## config.mk

```make
export PLATFORM = sky130hd
export DESIGN_NAME = io_bridge
export DESIGN_NICKNAME = d
export VERILOG_FILES = /design/src/hw/niox_pkg.sv /design/src/hw/io_bridge.sv
export SDC_FILE = /design/constraint.sdc
export NUM_CORES = 1
export LEC_CHECK = 0
export BUFFER_PORTS_ARGS = -buffer_cell sky130_fd_sc_hd__buf_2
export CAP_MARGIN = 20
export CORE_MARGIN = 10
export CORE_UTILIZATION = 49
export DETAILED_ROUTE_END_ITERATION = 8
export HOLD_SLACK_MARGIN = 0.15
export PLACE_DENSITY = 0.84
export SYNTH_ARGS = -nofsm -noshare
export SYNTH_HDL_FRONTEND = slang
export SYNTH_SLANG_ARGS = --single-unit
```

## constraint.sdc

```tcl
create_clock -name clk -period 7 [get_ports clk]
set_input_delay 0.7 -clock clk [delete_from_list [all_inputs] [get_ports clk]]
set_output_delay 0.7 -clock clk [all_outputs]
set_load 0.02 [all_outputs]
```

## src/hw/boot_rom.hex

```
// boot ROM image, 16 words per line, word address rising left to right
00ff 01fe 02fd 03fc 04fb 05fa 06f9 07f8 08f7 09f6 0af5 0bf4 0cf3 0df2 0ef1 0ff0
10ef 11ee 12ed 13ec 14eb 15ea 16e9 17e8 18e7 19e6 1ae5 1be4 1ce3 1de2 1ee1 1fe0
20df 21de 22dd 23dc 24db 25da 26d9 27d8 28d7 29d6 2ad5 2bd4 2cd3 2dd2 2ed1 2fd0
30cf 31ce 32cd 33cc 34cb 35ca 36c9 37c8 38c7 39c6 3ac5 3bc4 3cc3 3dc2 3ec1 3fc0
40bf 41be 42bd 43bc 44bb 45ba 46b9 47b8 48b7 49b6 4ab5 4bb4 4cb3 4db2 4eb1 4fb0
50af 51ae 52ad 53ac 54ab 55aa 56a9 57a8 58a7 59a6 5aa5 5ba4 5ca3 5da2 5ea1 5fa0
609f 619e 629d 639c 649b 659a 6699 6798 6897 6996 6a95 6b94 6c93 6d92 6e91 6f90
708f 718e 728d 738c 748b 758a 7689 7788 7887 7986 7a85 7b84 7c83 7d82 7e81 7f80
807f 817e 827d 837c 847b 857a 8679 8778 8877 8976 8a75 8b74 8c73 8d72 8e71 8f70
906f 916e 926d 936c 946b 956a 9669 9768 9867 9966 9a65 9b64 9c63 9d62 9e61 9f60
a05f a15e a25d a35c a45b a55a a659 a758 a857 a956 aa55 ab54 ac53 ad52 ae51 af50
b04f b14e b24d b34c b44b b54a b649 b748 b847 b946 ba45 bb44 bc43 bd42 be41 bf40
c03f c13e c23d c33c c43b c53a c639 c738 c837 c936 ca35 cb34 cc33 cd32 ce31 cf30
d02f d12e d22d d32c d42b d52a d629 d728 d827 d926 da25 db24 dc23 dd22 de21 df20
e01f e11e e21d e31c e41b e51a e619 e718 e817 e916 ea15 eb14 ec13 ed12 ee11 ef10
f00f f10e f20d f30c f40b f50a f609 f708 f807 f906 fa05 fb04 fc03 fd02 fe01 ff00

```

## src/hw/niox_pkg.sv

```systemverilog
// ************************************************
// shared widths, address map and region type
// imported by the fabric RTL and the testbench
// ************************************************
`default_nettype none

package niox_pkg;

   localparam int ADDR_W = 32;
   localparam int DATA_W = 32;
   localparam int SEL_W = DATA_W / 8;

   localparam int ROM_WORDS = 256;
   localparam int ROM_AW = $clog2(ROM_WORDS);
   localparam int RAM_WORDS = 1024;
   localparam int RAM_AW = $clog2(RAM_WORDS);
   localparam string ROM_INIT_FILE = "/design/src/hw/boot_rom.hex";

   // region bounds, each limit is the first byte past the region
   localparam logic [ADDR_W-1:0] ROM_BASE = 32'h0000_0000;
   localparam logic [ADDR_W-1:0] RAM_BASE = 32'h0001_0000;
   localparam logic [ADDR_W-1:0] EXT_BASE = 32'h0010_0000;
   localparam logic [ADDR_W-1:0] EXT_LIMIT = 32'h003C_0000;
   localparam logic [ADDR_W-1:0] IO_BASE = 32'h00F0_0000;
   localparam logic [ADDR_W-1:0] IO_LIMIT = 32'h0100_0000;

   localparam int EXT_ADDR_W = 22;

   // keyboard register: valid flag above the scan code
   localparam logic [ADDR_W-1:0] KB_REG_ADDR = 32'h00F0_0000;
   localparam int KB_W = 16;
   localparam int KB_VALID_BIT = 16;

   typedef enum logic [2:0] {REG_ROM, REG_RAM, REG_EXT, REG_IO, REG_NONE} region_t;

endpackage

`default_nettype wire

```

## src/hw/io_bridge.sv

```systemverilog
// ************************************************
// external memory req/ready/done bridge and the
// keyboard register with its interrupt
// ************************************************
`default_nettype none

module io_bridge import niox_pkg::*;
(
   input  wire                  clk,
   input  wire                  reset,
   input  wire                  ext_stb_i,
   input  wire                  io_stb_i,
   input  wire                  we_i,
   input  wire [ADDR_W-1:0]     addr_i,
   input  wire [DATA_W-1:0]     data_i,
   output logic                 bridge_ack_o,
   output logic [DATA_W-1:0]    bridge_data_o,
   output logic                 ext_req_o,
   output logic                 ext_write_o,
   output logic [EXT_ADDR_W-1:0] ext_addr_o,
   output logic [DATA_W-1:0]    ext_wdata_o,
   input  wire [DATA_W-1:0]     ext_rdata_i,
   input  wire                  ext_ready_i,
   input  wire                  ext_done_i,
   input  wire [KB_W-1:0]       kb_data_i,
   input  wire                  kb_ready_i,
   output logic                 irq_o
);

   typedef enum logic [1:0] {IDLE, REQ, WAIT, ACK} state_t;

   state_t            state;
   region_t           acc_region;
   logic [ADDR_W-1:0] ext_off;
   logic [DATA_W-1:0] ext_rdata_q;
   logic              io_ack_q;
   logic [DATA_W-1:0] io_word;
   logic [DATA_W-1:0] io_rdata_q;
   logic [KB_W-1:0]   kb_code;
   logic              kb_valid;
   logic              kb_hit;

   assign acc_region = ext_stb_i ? REG_EXT : (io_stb_i ? REG_IO : REG_NONE);
   assign ext_off = addr_i - EXT_BASE;

   // ************************************************
   // external memory handshake
   // ************************************************
   assign ext_req_o = (state == REQ);

   always_ff @(posedge clk)
   begin
      if (reset)
      begin
         state <= IDLE;
         ext_write_o <= 1'b0;
      end
      else
      begin
         case (state)
            IDLE:
               if (acc_region == REG_EXT)
               begin
                  state <= REQ;
                  ext_write_o <= we_i;
               end
            REQ:
               if (ext_ready_i)
                  state <= WAIT;
            WAIT:
               if (ext_done_i)
                  state <= ACK;
            default:
            begin
               state <= IDLE;
               ext_write_o <= 1'b0;
            end
         endcase
      end
   end

   // address and data are in place before req rises
   always_ff @(posedge clk)
   begin
      if (state == IDLE)
      begin
         ext_addr_o <= ext_off[EXT_ADDR_W+1:2];
         ext_wdata_o <= data_i;
      end
      if ((state == WAIT) && ext_done_i)
         ext_rdata_q <= ext_rdata_i;
   end

   // ************************************************
   // keyboard register
   // ************************************************
   assign kb_hit = (addr_i == KB_REG_ADDR) && !we_i;

   always_comb
   begin
      io_word = '0;
      io_word[KB_W-1:0] = kb_code;
      io_word[KB_VALID_BIT] = kb_valid;
   end

   always_ff @(posedge clk)
   begin
      if (reset)
      begin
         io_ack_q <= 1'b0;
         kb_valid <= 1'b0;
         kb_code <= '0;
      end
      else
      begin
         io_ack_q <= (acc_region == REG_IO) && !io_ack_q;
         // a new code beats the read that clears the flag
         if (kb_ready_i)
         begin
            kb_valid <= 1'b1;
            kb_code <= kb_data_i;
         end
         else if (io_ack_q && kb_hit)
            kb_valid <= 1'b0;
      end
   end

   // other I/O addresses and writes read back zero
   always_ff @(posedge clk)
   begin
      io_rdata_q <= kb_hit ? io_word : '0;
   end

   assign bridge_ack_o = (state == ACK) || io_ack_q;
   assign bridge_data_o = io_ack_q ? io_rdata_q : ext_rdata_q;
   assign irq_o = kb_valid;

   // req and its fields hold through a stall
   a_req_hold: assert property (@(posedge clk) disable iff (reset)
      ext_req_o && !ext_ready_i |=> ext_req_o && $stable(ext_addr_o)
         && $stable(ext_wdata_o) && $stable(ext_write_o));

endmodule

`default_nettype wire

```

=== After elaboration in Yosys (flattened, before gate mapping) ===
Index checks and enable logic that the tools add are counted.

* Flip-flop bits (word level): 124
* Bits of input ports: 120
* Output and inout port bits: 90
* Word-level logic and storage cells: 43

* Add/subtract/negate cells: 1
* Equal/unequal tests: 9
* Muxes and demuxes: 11
* Bitwise gates (word level): 1
* Reductions and logical operators: 12

{| class="wikitable"
|+ Operators with widths
! operator !! count
|-
| 32-bit by 24-bit == test with 1-bit output (second input constant) || 1
|-
| 32-bit 2-to-1 mux || 1
|-
| 24-bit by 21-bit subtractor with 24-bit output (second input constant) || 1
|-
| 3-bit by 2-bit == test with 1-bit output (second input constant) || 2
|-
| 2-bit 2-to-1 mux || 3
|-
| 3-bit 2-to-1 mux || 2
|-
| 2-bit case mux with 3 select lines || 1
|-
| 2-bit == test (second input constant) || 2
|-
| 1-bit logical AND || 4
|-
| 2-bit != test (second input constant) || 2
|-
| 1-bit 2-to-1 mux || 3
|-
| 3-bit AND reduction || 1
|-
| 2-bit by 1-bit == test with 1-bit output (second input constant) || 1
|-
| 1-bit logical NOT || 2
|-
| 2-bit logical NOT || 1
|-
| 2-bit by 1-bit != test with 1-bit output (second input constant) || 1
|-
| 1-bit case mux with 2 select lines || 1
|-
| 2-bit AND reduction || 1
|-
| 2-bit nonzero test || 1
|-
| 2-bit OR reduction || 1
|-
| 1-bit logical OR || 1
|-
| 1-bit inverter || 1
|}

=== Longest topological paths before layout ===
* Depth after elaboration: 5
* Depth in mapped cells: 5
* Mapped depth without buffers: 5

=== Worst setup path before layout ===
No wires, ideal clock.

* Path kind: reg-to-reg
* Start point: reg state[0]
* End point: reg state[1]
* Setup time: 0.071 ns
* Arrival: 2.428 ns
* Data required time: 6.929 ns
* Path slack: 4.501 ns
* Cell stages (with the launch flop): 6
* Path buffers: 0
* Period minus slack after synthesis: 2.499 ns
* Cell sequence: dfxtp_1 > inv_1 > ha_1 > nand2b_1 > a31o_2 > a21oi_1

* Word-level cells in the longest chain between the ends: 3
* Elaborated cells on any way between the ends: 8
* Classes of those cells: eq/ne (5); mux (1); reduce/logical (2)

{| class="wikitable"
|+ Ends and longest elaborated chain
! item !! line !! text
|-
| start: declaration || io_bridge.sv:32 || <nowiki>state_t state;</nowiki>
|-
| start signal: assignment || io_bridge.sv:55 || <nowiki>state <= IDLE;</nowiki>
|-
| start signal: assignment || io_bridge.sv:64 || <nowiki>state <= REQ;</nowiki>
|-
| start signal: assignment || io_bridge.sv:69 || <nowiki>state <= WAIT;</nowiki>
|-
| 2-bit == test, or another cell as far along || io_bridge.sv:60 || <nowiki>case (state)</nowiki>
|-
| 2-bit != test (no line) or 2-bit by 1-bit != test with 1-bit output (tied branches) || - ||
|-
| 3-bit AND reduction (no line) || - ||
|}

Parallel ways exist; a longest one is shown, timed or not.
A chain may end at the register's enable or synchronous reset.

=== Worst setup path after layout ===
* Start point: reg io_ack_q
* End point: out bridge_data_o[16]

* Word-level cells in the longest chain between the ends: 1

{| class="wikitable"
|+ Ends and longest elaborated chain
! item !! line !! text
|-
| start: declaration || io_bridge.sv:36 || <nowiki>logic io_ack_q;</nowiki>
|-
| start signal: assignment || io_bridge.sv:116 || <nowiki>io_ack_q <= (acc_region == REG_IO) && !io_ack_q;</nowiki>
|-
| 32-bit 2-to-1 mux || io_bridge.sv:135 || <nowiki>assign bridge_data_o = io_ack_q ? io_rdata_q : ext_rdata_q;</nowiki>
|-
| end: declaration || io_bridge.sv:17 || <nowiki>output logic [DATA_W-1:0] bridge_data_o,</nowiki>
|}

Every way passes these cells.

==> results.cfg <==
[place]
post-place-cells = 568
place.gp.congestion = 0.783
port_buffers = 209
place_hpwl_mm = 9.29

[synth]
synth-xor-area-share_pct = 0.403
synth_commonest_cells = 86 x edfxtp_1, 38 x dfxtp_1, 17 x mux2_2, 17 x nor2_1, 17 x nor2b_1
synthMuxAreaShare_pct = 8.09
synthesis.area_sq_mm = 0.00435
synth-edff-count = 86
netlist-cell-type-count = 33
syn_nets = 385
synth_compound_gate_area_share_pct = 0.892
synthCells = 259
synth_top_family_by_area = simple AND/OR/NAND/NOR gates
synth_top_area_share_pct = 59.4
synth_ff_type = edfxtp_1
synthSimpleGateAreaFrac_pct = 10.4
syn_area_per_cell_sq_um = 16.8
ys_seq_elements = 124
yosys-top-cells-area = edfxtp_1 59%, dfxtp_1 18%, mux2_2 4.4%
synthAdderAreaFrac_pct = 1.73
async_flop_share_pct = 0
yosysTopAreaCell = edfxtp_1
synth-seq-area-share_pct = 76.9
yosysMostFrequentCell = edfxtp_1
yosysWarnings = 0

[grt]
grt_max_degree = 55
antenna_found_initial = 0
overflow = 0
grt_pass1_wl_mm = 17.4
grt_use_total_pct = 17.7
grt_pass1_vias = 3087

[pwr]
power_leakage_nw = 2.74
power.density_mw_per_mm2 = 420
total_power_mw = 2.57
vdd.ir_drop.worst_uv = 235

[die]
num_rows = 34
placeableCoreArea_sq_mm = 0.00868
io_pins = 210
initial_utilization_pct = 50.1
dieArea_sq_mm = 0.0130
die_w_um = 114
die_y_um = 114

[timing]
fin_skew_ps = 9.71
grt_setup_unrepaired = no
worstMarginPinSlew_ps = 740
layout_min_cycle_time_ps = 2660
setup-violations-final = 0
maxSlewHeadroom_pct = 50.3
hold_violations = 0
finalSetupTns_ps = 0
fmax_ghz = 0.376
period_share_pct = 38.0
slew_viol_final = 0

[clock_tree]
clockRootBuffer = clkbuf_8
clock_path_buffers = 2
numClockSinks = 124
cts_buffers = 17
cts_max_level = 4
worstSkewPairLatency_ps = 510
cts_hold_buffers = 0
ctsResizeCount = 0
cts_setup_buffers = 0
path_clk_slew_ps = 60
cts_tree = built

[setup_path]
path_max_fanout = 28
cp-start-kind = flop
crit_type = reg2out
critPathArrivalTime_ps = 1960
cp-end-kind = output port
cp_data_required_time_ps = 6300

[final_layout]
syn_to_final_growth_pct = 40.7
n_fill_cell = 594
antenna_cells = 0
final_cells = 600
fin_nets = 605
drive_gt1_share_pct = 55.5
fin_util_pct = 70.5

[routing]
drtIter0Drc = 206
wire_per_inst_um = 19.7
drc = 0
wl_mm = 11.8
postRouteAntennaNets = 0
firstDrtPassIters = 4
num_vias = 2953
post_drt_via_cell_ratio = 4.92

[run]
drv_cap = 0

[status]
status = finished, final reports clean

[min_path]
min_path_type = in2reg
## path summary, 6_finish.rpt
path	from	to	slack [ps]	depth (start not counted)
worst min register to register	kb_code[7]	io_rdata_q[7]	480	1
worst min-delay path	data_i[21]	ext_wdata_o[21]	360	1
worst max register to register	state[0]	ext_rdata_q[22]	5310	4
worst max-delay path	io_ack_q	bridge_data_o[16]	4340	3
## power breakdown
group	leakage, nW	internal (mW)	switching [mW]
Sequential	1.14	1.02	0.0467
Combinational	1.31	0.181	0.439
Clock	0.284	0.576	0.308
## kinds of logic (layout without fill, tap and decap cells)
kind of cell / after synthesis / in the layout
buffers and inverters: 16 / 249
flip-flops: 124 / 124
AO/OA/AOI/OAI: 6 / 6
AND/OR/NAND/NOR: 72 / 72
multiplexers: 33 / 33
adder cells (fa/ha/maj): 6 / 6
XOR/XNOR: 2 / 2
## layout by cell type (no fill, tap or decap), types with 2 or more instances in the layout
cell type | netlist | routed
clkinv_2 | 0 | 2
edfxtp_1 | 86 | 86
a21oi_1 | 2 | 2
and3_2 | 7 | 7
nand2b_1 | 3 | 3
inv_1 | 5 | 5
dfxtp_1 | 38 | 38
mux2i_1 | 16 | 16
clkinv_4 | 0 | 2
clkbuf_16 | 0 | 16
mux2_2 | 17 | 17
nor4_1 | 4 | 4
xor2_1 | 2 | 2
buf_2 | 1 | 209
and3_1 | 10 | 10
clkinvlp_4 | 0 | 5
nor2b_1 | 17 | 17
nor3_1 | 2 | 2
bufinv_16 | 0 | 4
ha_1 | 6 | 5
buf_4 | 0 | 3
nand4b_1 | 2 | 2
nor2_1 | 17 | 17
or4_4 | 2 | 2
## metrics by stage
step	hold WS, ps	cell area [sq um]	worst slack, ps
3_5_place_dp	464	5500	4590
6_report	363	6110	4340
3_3_place_gp	463	5500	4610
4_1_cts	341	6110	4300
5_1_grt	343	6110	4240
2_1_floorplan	451	4350	4500
## worst max-delay path, stage by stage (launching register included)
cell and delay, ps:
dfxtp_1 520, buf_4 370, mux2_2 390, buf_2 160
## per-layer routing
layer / share of wire (%) / wire length (um) / vias to the layer above / GRT usage, %
met5: 0 / 0 / - / 0
met4: 1.9 / 223 / 0 / 8.02
met3: 7.1 / 846 / 17 / 5.82
met2: 55 / 6570 / 120 / 31.8
met1: 35 / 4200 / 1412 / 18.4
li1: - / - / 1404 / -
## cell type report
class | count | area (sq um) | area share [%]
flip-flops and latches | 124 | 3340 | 54.7
repair buffers | 212 | 1070 | 17.5
multi-input cells | 119 | 937 | 15.3
clock buffers | 17 | 414 | 6.77
clock inverters | 15 | 198 | 3.23
well taps | 108 | 135 | 2.21
inverters | 5 | 18.8 | 0.307
## flip-flops by register name (all words and copies together), names as in the netlist
name,count
ext_addr_o,22
ext_rdata_q,32
ext_wdata_o,32
ext_write_o,1
io_ack_q,1
io_rdata_q,17
irq_o,1
kb_code,16
state,2
Note: power is estimated with default switching activity, not from simulation.
