File: src/hw/boot_rom.hex
// boot ROM image, 16 words per line, word address rising left to right
00ff 01fe 02fd 03fc 04fb 05fa 06f9 07f8 08f7 09f6 0af5 0bf4 0cf3 0df2 0ef1 0ff0
10ef 11ee 12ed 13ec 14eb 15ea 16e9 17e8 18e7 19e6 1ae5 1be4 1ce3 1de2 1ee1 1fe0
20df 21de 22dd 23dc 24db 25da 26d9 27d8 28d7 29d6 2ad5 2bd4 2cd3 2dd2 2ed1 2fd0
30cf 31ce 32cd 33cc 34cb 35ca 36c9 37c8 38c7 39c6 3ac5 3bc4 3cc3 3dc2 3ec1 3fc0
40bf 41be 42bd 43bc 44bb 45ba 46b9 47b8 48b7 49b6 4ab5 4bb4 4cb3 4db2 4eb1 4fb0
50af 51ae 52ad 53ac 54ab 55aa 56a9 57a8 58a7 59a6 5aa5 5ba4 5ca3 5da2 5ea1 5fa0
609f 619e 629d 639c 649b 659a 6699 6798 6897 6996 6a95 6b94 6c93 6d92 6e91 6f90
708f 718e 728d 738c 748b 758a 7689 7788 7887 7986 7a85 7b84 7c83 7d82 7e81 7f80
807f 817e 827d 837c 847b 857a 8679 8778 8877 8976 8a75 8b74 8c73 8d72 8e71 8f70
906f 916e 926d 936c 946b 956a 9669 9768 9867 9966 9a65 9b64 9c63 9d62 9e61 9f60
a05f a15e a25d a35c a45b a55a a659 a758 a857 a956 aa55 ab54 ac53 ad52 ae51 af50
b04f b14e b24d b34c b44b b54a b649 b748 b847 b946 ba45 bb44 bc43 bd42 be41 bf40
c03f c13e c23d c33c c43b c53a c639 c738 c837 c936 ca35 cb34 cc33 cd32 ce31 cf30
d02f d12e d22d d32c d42b d52a d629 d728 d827 d926 da25 db24 dc23 dd22 de21 df20
e01f e11e e21d e31c e41b e51a e619 e718 e817 e916 ea15 eb14 ec13 ed12 ee11 ef10
f00f f10e f20d f30c f40b f50a f609 f708 f807 f906 fa05 fb04 fc03 fd02 fe01 ff00

File: src/hw/niox_pkg.sv
// ************************************************
// shared widths, address map and region type
// imported by the fabric RTL and the testbench
// ************************************************
`default_nettype none

package niox_pkg;

   localparam int ADDR_W = 32;
   localparam int DATA_W = 32;
   localparam int SEL_W = DATA_W / 8;

   localparam int ROM_WORDS = 256;
   localparam int ROM_AW = $clog2(ROM_WORDS);
   localparam int RAM_WORDS = 1024;
   localparam int RAM_AW = $clog2(RAM_WORDS);
   localparam string ROM_INIT_FILE = "/design/src/hw/boot_rom.hex";

   // region bounds, each limit is the first byte past the region
   localparam logic [ADDR_W-1:0] ROM_BASE = 32'h0000_0000;
   localparam logic [ADDR_W-1:0] RAM_BASE = 32'h0001_0000;
   localparam logic [ADDR_W-1:0] EXT_BASE = 32'h0010_0000;
   localparam logic [ADDR_W-1:0] EXT_LIMIT = 32'h003C_0000;
   localparam logic [ADDR_W-1:0] IO_BASE = 32'h00F0_0000;
   localparam logic [ADDR_W-1:0] IO_LIMIT = 32'h0100_0000;

   localparam int EXT_ADDR_W = 22;

   // keyboard register: valid flag above the scan code
   localparam logic [ADDR_W-1:0] KB_REG_ADDR = 32'h00F0_0000;
   localparam int KB_W = 16;
   localparam int KB_VALID_BIT = 16;

   typedef enum logic [2:0] {REG_ROM, REG_RAM, REG_EXT, REG_IO, REG_NONE} region_t;

endpackage

`default_nettype wire

File: src/hw/bus_decoder.sv
// ************************************************
// data address decode, ROM arbitration between
// fetch and data, read data and ack return mux
// ************************************************
`default_nettype none

module bus_decoder import niox_pkg::*;
(
   input  wire                clk,
   input  wire                reset,
   input  wire                wb_cyc_i,
   input  wire                wb_stb_i,
   input  wire                wb_we_i,
   input  wire [SEL_W-1:0]    wb_sel_i,
   input  wire [ADDR_W-1:0]   wb_adr_i,
   output logic               wb_ack_o,
   output logic [DATA_W-1:0]  wb_dat_o,
   input  wire                ifetch_req_i,
   input  wire [ADDR_W-1:0]   ifetch_addr_i,
   output logic [DATA_W-1:0]  ifetch_data_o,
   output logic               ifetch_valid_o,
   output logic [ROM_AW-1:0]  rom_addr_o,
   output logic               rom_en_o,
   input  wire [DATA_W-1:0]   rom_data_i,
   output logic               ram_en_o,
   output logic               ram_we_o,
   output logic [SEL_W-1:0]   ram_be_o,
   input  wire                ram_ack_i,
   input  wire [DATA_W-1:0]   ram_data_i,
   output logic               ext_stb_o,
   output logic               io_stb_o,
   input  wire                bridge_ack_i,
   input  wire [DATA_W-1:0]   bridge_data_i
);

   logic              stb_active;
   region_t           region;
   logic              data_rom_rd;
   logic              local_ack;
   logic              fetch_issue;
   logic              d_rom_pend;
   logic              f_pend;
   logic              d_ack_q;
   logic [DATA_W-1:0] d_dat_q;

   function automatic logic in_range(input logic [ADDR_W-1:0] addr,
                                     input logic [ADDR_W-1:0] lo,
                                     input logic [ADDR_W-1:0] hi);
      logic [ADDR_W-1:0] off;
      off = addr - lo;
      return off < (hi - lo);
   endfunction

   // ************************************************
   // region decode and slave strobes
   // ************************************************
   assign stb_active = wb_cyc_i && wb_stb_i;

   always_comb
   begin
      if (in_range(wb_adr_i, ROM_BASE, RAM_BASE))
         region = REG_ROM;
      else if (in_range(wb_adr_i, RAM_BASE, EXT_BASE))
         region = REG_RAM;
      else if (in_range(wb_adr_i, EXT_BASE, EXT_LIMIT))
         region = REG_EXT;
      else if (in_range(wb_adr_i, IO_BASE, IO_LIMIT))
         region = REG_IO;
      else
         region = REG_NONE;
   end

   assign ram_en_o = stb_active && (region == REG_RAM);
   assign ram_we_o = ram_en_o && wb_we_i;
   assign ram_be_o = wb_sel_i;
   assign ext_stb_o = stb_active && (region == REG_EXT);
   assign io_stb_o = stb_active && (region == REG_IO);

   // ************************************************
   // ROM port, data first
   // ************************************************
   // one ROM read per data access
   assign data_rom_rd = stb_active && (region == REG_ROM) && !wb_we_i
                        && !d_rom_pend && !d_ack_q;
   // holes and ROM writes are acked here and dropped
   assign local_ack = stb_active && !d_ack_q
                      && ((region == REG_NONE) || ((region == REG_ROM) && wb_we_i));
   assign fetch_issue = ifetch_req_i && !data_rom_rd && !f_pend && !ifetch_valid_o;

   assign rom_en_o = data_rom_rd || fetch_issue;
   assign rom_addr_o = data_rom_rd ? wb_adr_i[ROM_AW+1:2] : ifetch_addr_i[ROM_AW+1:2];

   always_ff @(posedge clk)
   begin
      if (reset)
      begin
         d_rom_pend <= 1'b0;
         f_pend <= 1'b0;
         d_ack_q <= 1'b0;
         ifetch_valid_o <= 1'b0;
      end
      else
      begin
         d_rom_pend <= data_rom_rd;
         f_pend <= fetch_issue;
         d_ack_q <= local_ack || d_rom_pend;
         ifetch_valid_o <= f_pend;
      end
   end

   // rom_data_i belongs to whichever side issued last cycle
   always_ff @(posedge clk)
   begin
      d_dat_q <= d_rom_pend ? rom_data_i : '0;
      if (f_pend)
         ifetch_data_o <= rom_data_i;
   end

   // ************************************************
   // return path to the master
   // ************************************************
   assign wb_ack_o = d_ack_q || ram_ack_i || bridge_ack_i;

   always_comb
   begin
      case (region)
         REG_RAM: wb_dat_o = ram_data_i;
         REG_EXT, REG_IO: wb_dat_o = bridge_data_i;
         default: wb_dat_o = d_dat_q;
      endcase
   end

   // only one slave answers in any cycle
   a_one_slave: assert property (@(posedge clk) disable iff (reset)
      $onehot0({d_ack_q, ram_ack_i, bridge_ack_i}));

   // slave acks must only answer a live strobe
   a_ack_with_stb: assert property (@(posedge clk) disable iff (reset)
      wb_ack_o |-> wb_stb_i);

endmodule

`default_nettype wire

File: config.mk
export PLATFORM = sky130hd
export DESIGN_NAME = bus_decoder
export DESIGN_NICKNAME = d
export VERILOG_FILES = /design/src/hw/niox_pkg.sv /design/src/hw/bus_decoder.sv
export SDC_FILE = /design/constraint.sdc
export NUM_CORES = 1
export LEC_CHECK = 0
export BUFFER_PORTS_ARGS = -buffer_cell sky130_fd_sc_hd__buf_4
export CAP_MARGIN = 0
export CORE_AREA = 2 2 102 104
export DETAILED_ROUTE_END_ITERATION = 8
export DIE_AREA = 0 0 104 106
export MAX_ROUTING_LAYER = met4
export SYNTH_ARGS = -nofsm -noshare
export SYNTH_HDL_FRONTEND = slang
export SYNTH_SLANG_ARGS = --single-unit
File: constraint.sdc
create_clock -name clk -period 2.9 [get_ports clk]
set_input_delay 0.435 -clock clk [delete_from_list [all_inputs] [get_ports clk]]
set_output_delay 0.435 -clock clk [all_outputs]
set_load 0.05 [all_outputs]
; Yosys cells after proc, flatten, opt, wreduce, memory -nomap -nowiden
; Index checks and enable logic that the tools add are counted.
[word_totals]
out_inout_bits = 83
register_bits = 68
wordCells = 51
in_bits = 172
[classes]
eq_ne = 4
n_mux = 6
n_lt_le_gt_ge = 4
reduce_logical = 28
n_addsub = 3
[op_table]
columns = op, count
row1 = $pmux W32 S2, 1
row2 = $lt A32 B17 Y1 const B, 1
row3 = $lt A32 B20 Y1 const B, 1
row4 = $lt A32 B21 Y1 const B, 1
row5 = $lt A32 B22 Y1 const B, 1
row6 = $sub A32 B17 Y32 const B, 1
row7 = $sub A32 B21 Y32 const B, 1
row8 = $sub A32 B24 Y32 const B, 1
row9 = $logic_and A1 B1 Y1, 15
row10 = $mux W3, 4
row11 = $mux W8, 1
row12 = $eq A3 B2 Y1 const B, 2
row13 = $logic_not A1 Y1, 6
row14 = $logic_or A1 B1 Y1, 5
row15 = $eq A3 B1 Y1 const B, 1
row16 = $eq A3 B3 Y1 const B, 1
row17 = $logic_not A3 Y1, 1
row18 = $reduce_or A2 Y1, 1

; Longest topological paths before layout
; Gate-level depths: netlist of run 1.
[logic_depth]
depth_word = 16
ltp_mapped = 6
mapped_depth_nobuf = 4

; Worst setup path after synthesis of run 1
; Ideal clock, no wire load.
[synth_path]
path_type = input to output
from = in wb_adr_i[19]
to = out ext_stb_o
arrival_ps = 2809
path_buffers = 1
path_stages = 5
required_ps = 2465
path_slack_ps = -344
path_cell_list = nor4_2 and2b_1 clkbuf_1 a21o_1 nor4_1
[synth_between]
elab_chain_cells = 8
word_cells_on_any_way = 13
classes_between = add/sub: 3 / order compare: 4 / eq/ne: 1 / mux: 4 / reduce/logical: 1
[synth_lines]
columns = element, line
row1 = "start, declared", bus_decoder.sv:15  ; input wire [ADDR_W-1:0] wb_adr_i,
row2 = $sub A32 B24 Y32, bus_decoder.sv:50  ; off = addr - lo;
row3 = $lt A32 B21 Y1, bus_decoder.sv:51  ; return off < (hi - lo);
row4 = $mux W3, bus_decoder.sv:67  ; else if (in_range(wb_adr_i, IO_BASE, IO_LIMIT))
row5 = $mux W3, bus_decoder.sv:65  ; else if (in_range(wb_adr_i, EXT_BASE, EXT_LIMIT))
row6 = $mux W3, bus_decoder.sv:63  ; else if (in_range(wb_adr_i, RAM_BASE, EXT_BASE))
row7 = $mux W3 *, bus_decoder.sv:61  ; if (in_range(wb_adr_i, ROM_BASE, RAM_BASE))
row8 = $eq A3 B2 Y1 *, bus_decoder.sv:76  ; assign ext_stb_o = stb_active && (region == REG_EXT);
row9 = $logic_and A1 B1 Y1 *, bus_decoder.sv:76
row10 = "end, declared", bus_decoder.sv:30  ; output logic ext_stb_o,
; Mark *: on every way between the ends. The rest lies on a longest branch, timed or not.

; Worst setup path in the final report of run 1
[layout_path]
from = in wb_adr_i[23]
to = out wb_dat_o[26]
[layout_between]
elab_chain_cells = 9
word_cells_on_any_way = 16
classes_between = add/sub: 3 / order compare: 4 / eq/ne: 3 / mux: 5 / reduce/logical: 1
[layout_lines]
columns = element, line
row1 = $sub A32 B24 Y32, bus_decoder.sv:50
row2 = $lt A32 B21 Y1, bus_decoder.sv:51
row3 = $mux W3, bus_decoder.sv:67
row4 = $mux W3, bus_decoder.sv:65
row5 = $mux W3, bus_decoder.sv:63
row6 = $mux W3 *, bus_decoder.sv:61
row7 = $eq A3 B2 Y1, bus_decoder.sv:126  ; case (region)
row8 = $reduce_or A2 Y1, bus_decoder.sv:126
row9 = $pmux W32 S2 *, bus_decoder.sv:126
row10 = "end, declared", bus_decoder.sv:17  ; output logic [DATA_W-1:0] wb_dat_o,
; Marked as above.

==> results by stage, run 1 <==
Synth:
- The synthesized design contains 68 register bits.
- In the synthesized netlist the async set-or-reset flop fraction comes to 0.
- After technology mapping, the gate count stands at about 230.
- The sequential share of the synthesized area is 0.584.
- The total nets after synthesis is roughly 400.
- The netlist uses 30 different library cells.
- The most used flip-flop cell after synthesis is sky130_fd_sc_hd__dfxtp_1.
- The average cell area after synthesis is 12.4 um^2.
- The number of synthesized flops with an enable pin is 32.
- The warning count from the yosys run is 0.
- After synthesis the cells add up to about 2900 um^2.

Worst setup path:
- The worst setup path is launched from an input pin.
- Together, buffers and inverters on the worst path number 3.
- The signal on the critical path passes through buf_4, and4_1, a311oi_1, nor2_2, buf_4, a221o_1, buf_4.
- The required time of the critical path is around 2.5 ns.
- For this design, the slowest cell found on the critical path is sky130_fd_sc_hd__a311oi_1.
- In this run the critical register-to-register path is captured at f_pend$_SDFF_PP0_.
- In this run the worst path has a maximum fanout of 32.
- The nature of the critical path endpoint is an output pin.
- The critical path is of the input pin to output pin type.
- In this design, the stage delay of the slowest critical-path cell is 0.47 ns.
- Broken down by cell family, the worst path's largest delay share belongs to compound AO/OA/AOI/OAI gates.
- The register-to-register setup slack is roughly 1.6 ns.
- The worst register-to-register path begins at d_ack_q$_SDFF_PP0_.
- The dominant cell type by count on the critical path is sky130_fd_sc_hd__buf_4.
- Data arrives at the worst endpoint at between 2 and 2.5 ns.
- The worst register-to-register path has a depth of 5.

CTS:
- The register clock-pin slew on the reported worst setup and hold paths is 0.08 ns.
- The number of hold-repair buffers added at the cts stage is 0.
- The root buffer cell is sky130_fd_sc_hd__clkbuf_8.
- The number of CTS-inserted buffers is 9.
- CTS built an H-tree with a depth of 3.
- The later-pin clock latency in the skew report is between 0.3 and 0.4 ns.
- The post-CTS setup repair buffer count is 0.
- Clock tree synthesis found a total of between 60 and 70 sinks.
- The number of gates resized after cts is 0.
- The clock tree from TritonCTS is built.
- The number of buffers on the longest clock path is 2.

Route:
- In the routed layout, each cell is associated on average with a via count of roughly 4.7.
- The first detailed-routing pass ran for 4 iterations.
- The number of remaining DRC errors is 0.
- For this block, the via count after detailed routing is ~2800.
- The average detailed-routed wire length per instance is about 16 um.
- The violation count after the first detailed-route iteration is 80.
- The final wirelength is 9.26 mm.
- Once detail routing completed, the nets flagged for antenna violations numbered 0.

Cells and area:
- The area added between synthesis and finish is 68.0%.
- The number of fillers in the final layout is about 950.
- The multi-input combinational cells in the finished layout cover a total of about 1100 um^2.
- Summing all flip-flop and latch instances after layout gives 1680 um^2.
- The net count of the finished layout is a little over 600.
- Once layout is complete, the utilization of the core stands at 0.484.
- The count of inserted antenna diode cells is 0.
- Of the cells placed in the final design, the portion with a size suffix greater than 1 is 0.564.

GRT:
- The initial antenna violation count came to 0.
- The via count of the first global-routing pass is between 2000 and 3000.
- The largest net degree at the start of global routing is 34.
- The total overflow left after global routing is 0.
- The global-route wire length before repair is around 14 mm.
- In the global route stage, overall resource usage came out at 0.167.

STA:
- The tightest slew margin relative to the limit is 0.680.
- The post-layout worst setup margin is about 0.28 ns.
- The maximum clock frequency is around 380 MHz.
- The clock arrives with 0.00557 ns of skew.
- The number of hold-slack violations in the final timing report is 0.
- Setup violations remaining at the end of the flow were counted as 0.
- The shortest period the worst path allows is between 2 and 3 ns.
- The final number of max-transition violations came to 0.
- Setup repair after global routing left no endpoint under its margin.
- The setup TNS after final layout is 0 ns.
- Of the available clock period, the critical path in the final layout requires 0.902.
- At the pin with the least slew margin, the transition time is 0.477 ns.

Placed design:
- During placement, the flow inserted port buffers numbering roughly 210.
- The HPWL reported at the end of detailed placement is between 6 and 7 mm.
- Prior to clock tree synthesis, the placed netlist has a worst setup slack of ~0.28 ns.
- The congestion estimate from routability-driven global placement came to ~0.76.

Power and ir drop:
- The total power is ~0.0021 W.
- Across the VDD grid, the largest voltage drop is around 0.21 mV.
- The total power density per cell area is ~440 nW/um^2.
- The leakage power is 2.32 nW.

Run status:
- The flow ran to the end, and the final reports show no timing, DRC or antenna violations.

Floorplanning:
- The die outline area is 11000 um^2.
- Pin placement for this block handled 255 I/O pins.
- The y dimension of the die is approximately 110 um.
- The number of cell rows is 37.
- The starting utilization of the core area is 0.288.
- From left edge to right edge, the die measures 104 um.
- The area of the core region is approximately 10000 um^2.

Worst hold path:
- The class of the worst hold path is input pin to flop.
- The startpoint identified for the worst hold timing path is rom_data_i[8].
- The worst hold path endpoint is ifetch_data_o[8]$_DFFE_PP_.
- The number of cells traversed by the worst hold path is 1.

Flow run:
- The number of max-cap violations is 0.
routing by layer:
| metal | GRT usage | wire (um) | share of wire | vias up |
|---|---|---|---|---|
| met3 | 0.0460 | 697 | 0.075 | 8 |
| li1 | - | - | - | 1324 |
| met1 | 0.184 | 3680 | 0.40 | 1283 |
| met5 | - | 0 | 0 | - |
| met4 | 0.0502 | 93 | 0.010 | 0 |
| met2 | 0.297 | 4790 | 0.52 | 145 |
stage by stage:
step                hold slack, ns  cell area [um^2]  cells
floorplan                    0.504              2890    232
global placement             0.504              4650    572
detailed placement           0.507              4650    572
CTS                          0.255              4840    588
global route                 0.248              4840    588
finish                       0.276              4840    588
worst max path at each step:
stage	start	end	slack (ns)	cells past startpoint
3_3_place_gp	wb_adr_i[23]	wb_dat_o[4]	0.30	7
2_1_floorplan	wb_adr_i[19]	ext_stb_o	0.24	5
4_1_cts	wb_adr_i[23]	wb_dat_o[4]	0.28	7
3_5_place_dp	wb_adr_i[23]	wb_dat_o[4]	0.28	7
6_report	wb_adr_i[23]	wb_dat_o[26]	0.28	7
5_1_grt	wb_adr_i[23]	wb_dat_o[26]	0.18	7
layout by cell type, fill, tap and decap left out, types with 2 or more instances in the layout:
cell / n
sky130_fd_sc_hd__a21oi_1: 2
sky130_fd_sc_hd__a221o_1: 32
sky130_fd_sc_hd__and2_1: 34
sky130_fd_sc_hd__and3_1: 34
sky130_fd_sc_hd__and4_1: 3
sky130_fd_sc_hd__buf_4: 225
sky130_fd_sc_hd__clkbuf_8: 9
sky130_fd_sc_hd__clkinv_1: 2
sky130_fd_sc_hd__clkinvlp_4: 2
sky130_fd_sc_hd__dfxtp_1: 35
sky130_fd_sc_hd__edfxtp_1: 32
sky130_fd_sc_hd__mux2_2: 8
sky130_fd_sc_hd__nand2_1: 4
sky130_fd_sc_hd__nand3_1: 2
sky130_fd_sc_hd__nor2_1: 4
sky130_fd_sc_hd__nor4_1: 2
sky130_fd_sc_hd__nor4_2: 3
synthesized netlist by cell type, drive strengths merged, types with 2 or more instances:
library cell  number  share of area
a21oi              2         0.0035
and4               3         0.0091
a221o             32           0.11
clkbuf            13          0.017
mux2               8          0.031
dfxtp             36           0.25
nand3              2         0.0035
and2              34          0.074
nor4               5          0.015
buf                8          0.017
edfxtp            32           0.33
nor2               5         0.0065
and3              34          0.074
nor4b              2          0.013
nand2              4         0.0052
cells by family (layout without fill, tap and decap cells):
logic type / after synthesis / after routing / share of synthesized area
compound gates: 39 / 39 / 0.134
buf+inv: 21 / 241 / 0.0343
flops: 68 / 68 / 0.584
mux: 8 / 8 / 0.0313
simple gates: 96 / 96 / 0.217
final cells by class:
type | count | area share
timing repair buffer | 225 | 0.349
tap | 136 | 0.0351
multi-input combinational | 143 | 0.229
clock inverter | 7 | 0.0137
sequential | 68 | 0.348
clock buffer | 9 | 0.0256
power breakdown:
group	total, W	switching, W	internal [W]
logic	0.000325	0.000166	0.000159
registers	0.00103	0.00000568	0.00103
clock network	0.000755	0.000363	0.000393
registers in the layout, summed over array words and instances (netlist names):
register and cells:
d_dat_q 32, ifetch_data_o 32, d_ack_q 1, d_rom_pend 1, f_pend 1, ifetch_valid_o 1
(Power assumes the default switching activity.)
==> inputs of run 2 (changes only) <==
--- a/config.mk
+++ b/config.mk
@@ -7,10 +7,11 @@
 export LEC_CHECK = 0
 export BUFFER_PORTS_ARGS = -buffer_cell sky130_fd_sc_hd__buf_4
 export CAP_MARGIN = 0
-export CORE_AREA = 2 2 102 104
+export CORE_AREA = 2 2 98 100
 export DETAILED_ROUTE_END_ITERATION = 8
-export DIE_AREA = 0 0 104 106
+export DIE_AREA = 0 0 100 102
 export MAX_ROUTING_LAYER = met4
+export PLACE_DENSITY = 0.69
 export SYNTH_ARGS = -nofsm -noshare
 export SYNTH_HDL_FRONTEND = slang
 export SYNTH_SLANG_ARGS = --single-unit
==> results by stage, run 2 (synthesized netlist as in run 1, its figures left out) <==
CTS:
- The H-tree depth reported by CTS is 3 (unchanged).
- The clock tree from TritonCTS is built.
- The sink count of the clock tree is 68 (unchanged).
- The root buffer cell is sky130_fd_sc_hd__clkbuf_8.
- The number of gates resized after cts is 0 (unchanged).
- The number of hold-repair buffers added at the cts stage is 0 (unchanged).
- The number of CTS-inserted buffers came to 9 (unchanged).
- The number of buffers on the longest clock path is 2 (unchanged).
- The later-pin clock latency in the skew report is 0.33 ns (about the same).
- The post-CTS setup repair buffer count is 0 (unchanged).
- The register clock-pin slew on the reported worst setup and hold paths is 0.07 ns (about the same).

Route:
- The number of remaining DRC errors is 0 (unchanged).
- The detailed-routing iteration count for the pre-antenna-repair pass is 4 (unchanged).
- The average detailed-routed wire length per instance is 16.6 um (+5.6%).
- The final wirelength was 9.37 mm (+1.1%).
- The violation count after the first detailed-route iteration is 56 (-30%).
- The count of antenna-violating nets left after detailed routing is 0 (unchanged).
- The post-detailed-route via-to-cell ratio is 4.94 (+5.3%).
- The total number of vias is 2783 (+0.83%).

Cells and area:
- Leaving out fill and tap cells, the most frequent cell in the layout is sky130_fd_sc_hd__buf_4.
- In the final layout, the registers with the most flip-flops are d_dat_q (32), ifetch_data_o (32).
- The share of final-layout standard cells stronger than drive strength 1 is 0.564 (unchanged).
- The area added between synthesis and finish is 68.3%.
- The number of nets in the final layout was 619 (unchanged).
- The top cell types in the final layout, fill and taps aside, are 225 x sky130_fd_sc_hd__buf_4, 35 x sky130_fd_sc_hd__dfxtp_1, 34 x sky130_fd_sc_hd__and3_1, 34 x sky130_fd_sc_hd__and2_1.
- The final core utilization is 0.532 (+0.0480).
- The number of fillers in the final layout is 825 (-13%).
- The count of inserted antenna diode cells came to 0 (unchanged).

Flow run:
- The number of max-cap violations is 0 (unchanged).

GRT:
- The total congestion overflow after global routing is 0 (unchanged).
- The largest net degree at the start of global routing is 34 (unchanged).
- The initial antenna violation count came to 0 (unchanged).
- The overall fraction of global-route tracks in use is 0.182 (+0.0145).
- The via count of the first global-routing pass is 2740 (+0.11%).
- The global-route wire length before repair is 13.7 mm (-2.2%).

Power and ir drop:
- The total power density per cell area is 462 nW/um^2 (+5.7%).
- The power dissipated by switching net loads is 0.000516 W (-3.3%).
- The clock network fraction of total power is 0.392 (+0.035).
- The leakage power came to 2.34 nW (+1.0%).
- The worst ir drop on vdd is 0.234 mV (+10%).
- The sequential group share of total power is 0.462 (-0.027).
- The internal power is 0.00172 W (+9.0%).
- The combinational fraction of design power is 0.145 (-0.009).
- The fraction of power spent switching nets is 0.231 (-0.0219).

Floorplanning:
- The y dimension of the die is 102 um (-3.8%).
- The starting utilization of the core area is 0.316 (+0.0282).
- The count of pins on the block boundary came to 255 (unchanged).
- The die outline area is 10200 um^2 (-7.5%).
- The area of the core region is 9110 um^2 (-8.9%).
- The horizontal die dimension was 100 um (-3.8%).
- The number of cell rows came to 35 (-5.4%).

STA:
- The actual slew at the worst max-slew pin is 0.495 ns (+0.0173 ns).
- The tightest slew margin relative to the limit came to 0.668 (-0.0116).
- The final number of max-transition violations is 0 (unchanged).
- The number of hold-slack violations in the final timing report was 0 (unchanged).
- The final critical-path share of the clock period is 0.901 (-0.00120).
- Setup repair after global routing left no endpoint under its margin.
- The setup TNS after final layout was 0 ns (unchanged).
- The shortest period the worst path allows is 2.61 ns (-0.00348 ns).
- The maximum clock frequency came to 383 MHz (+0.13%).
- The number of failing setup endpoints in the final timing report came to 0 (unchanged).
- The setup skew after layout was 0.00696 ns (+0.00140 ns).

Worst hold path:
- The number of cells traversed by the worst hold path is 1 (unchanged).
- The class of the worst hold path is input pin to flop.

Worst setup path:
- The critical path is of the input pin to output pin type.
- The worst reg-to-reg path cell count is 5 (unchanged).
- In this run the critical register-to-register path is captured at f_pend$_SDFF_PP0_.
- STA classifies the critical path endpoint as an output pin.
- The critical path data arrival time was 2.18 ns (about the same).
- The most critical setup path has its endpoint at wb_dat_o[12].
- The worst-path maximum fanout is 19 (-41%).
- The critical path starts at wb_adr_i[19].
- The kind of start point of the critical path is an input pin.
- In this run the critical register-to-register path is launched from d_ack_q$_SDFF_PP0_.
- The required time of the critical path was 2.47 ns (about the same).
- The register-to-register setup slack is 1.60 ns (+0.03 ns).

Run status:
- The run finished with clean final reports.

Placed design:
- The HPWL reported at the end of detailed placement is 7.08 mm (+1.5%).
- The final RePlAce weighted congestion is 0.753 (-0.36%).
- The number of port buffers is 214 (unchanged).
## run 2: cell count changes in the layout (fill, tap and decap cells not counted)
cell,delta
sky130_fd_sc_hd__clkbuf_1,+2
sky130_fd_sc_hd__clkinvlp_4,-2
sky130_fd_sc_hd__inv_6,-1
sky130_fd_sc_hd__clkbuf_8,+2
sky130_fd_sc_hd__clkinv_4,+1
sky130_fd_sc_hd__clkinv_2,-1
sky130_fd_sc_hd__clkinv_1,-2
sky130_fd_sc_hd__bufinv_16,+1
## run 2: metrics by stage
step	power [W]	setup slack [ns]	cell area, um^2	hold WS, ns	instances
final	0.00224	0.287	4850	0.284	563
after global routing	0.00233	0.191	4850	0.253	563
after CTS	0.00227	0.281	4850	0.266	563
after detailed placement	0.00138	0.292	4620	0.505	547
after global placement	0.00138	0.285	4620	0.498	547
after floorplan	0.00120	0.240	2890	0.504	232
## run 2: area by class of cell
class / count / area, um^2 / share of cell area
clock buffers: 13 / 159 / 0.0328
clock inverters: 3 / 68.8 / 0.0142
multi-input cells: 143 / 1110 / 0.229
flip-flops and latches: 68 / 1680 / 0.347
well taps: 111 / 139 / 0.0286
repair buffers: 225 / 1690 / 0.348
## run 2: how the worst min path moves through the flow
stage,start,endpoint,slack [ns]
finish,rom_data_i[6],ifetch_data_o[6]$_DFFE_PP_,0.28
global route,rom_data_i[3],ifetch_data_o[3]$_DFFE_PP_,0.25
CTS,rom_data_i[6],ifetch_data_o[6]$_DFFE_PP_,0.27
detailed placement,f_pend$_SDFF_PP0_,f_pend$_SDFF_PP0_,0.50
global placement,f_pend$_SDFF_PP0_,f_pend$_SDFF_PP0_,0.50
floorplan,reset,d_ack_q$_SDFF_PP0_,0.50
## run 2: worst max-delay path, stage by stage
cell and delay (ns):
sky130_fd_sc_hd__buf_4 0.12, sky130_fd_sc_hd__nor4_2 0.36, sky130_fd_sc_hd__and2b_1 0.27, sky130_fd_sc_hd__o41ai_4 0.26, sky130_fd_sc_hd__buf_4 0.32, sky130_fd_sc_hd__a221o_1 0.21
sky130_fd_sc_hd__buf_4 0.20
## run 2: per-layer routing
metal	global-route usage	vias up	part of all wire
met2	0.324	151	0.52
met3	0.0534	8	0.081
met5	-	-	0
met1	0.201	1295	0.39
met4	0.0443	0	0.011
li1	-	1329	-
## run 2: power groups by stage
stage,clock (W),combinational [W],sequential (W)
6_report,0.000878,0.000326,0.00104
5_1_grt,0.000946,0.000344,0.00104
4_1_cts,0.000904,0.000328,0.00104
3_5_place_dp,0,0.000328,0.00106
3_3_place_gp,0,0.000321,0.00106
2_1_floorplan,0,0.0000664,0.00113
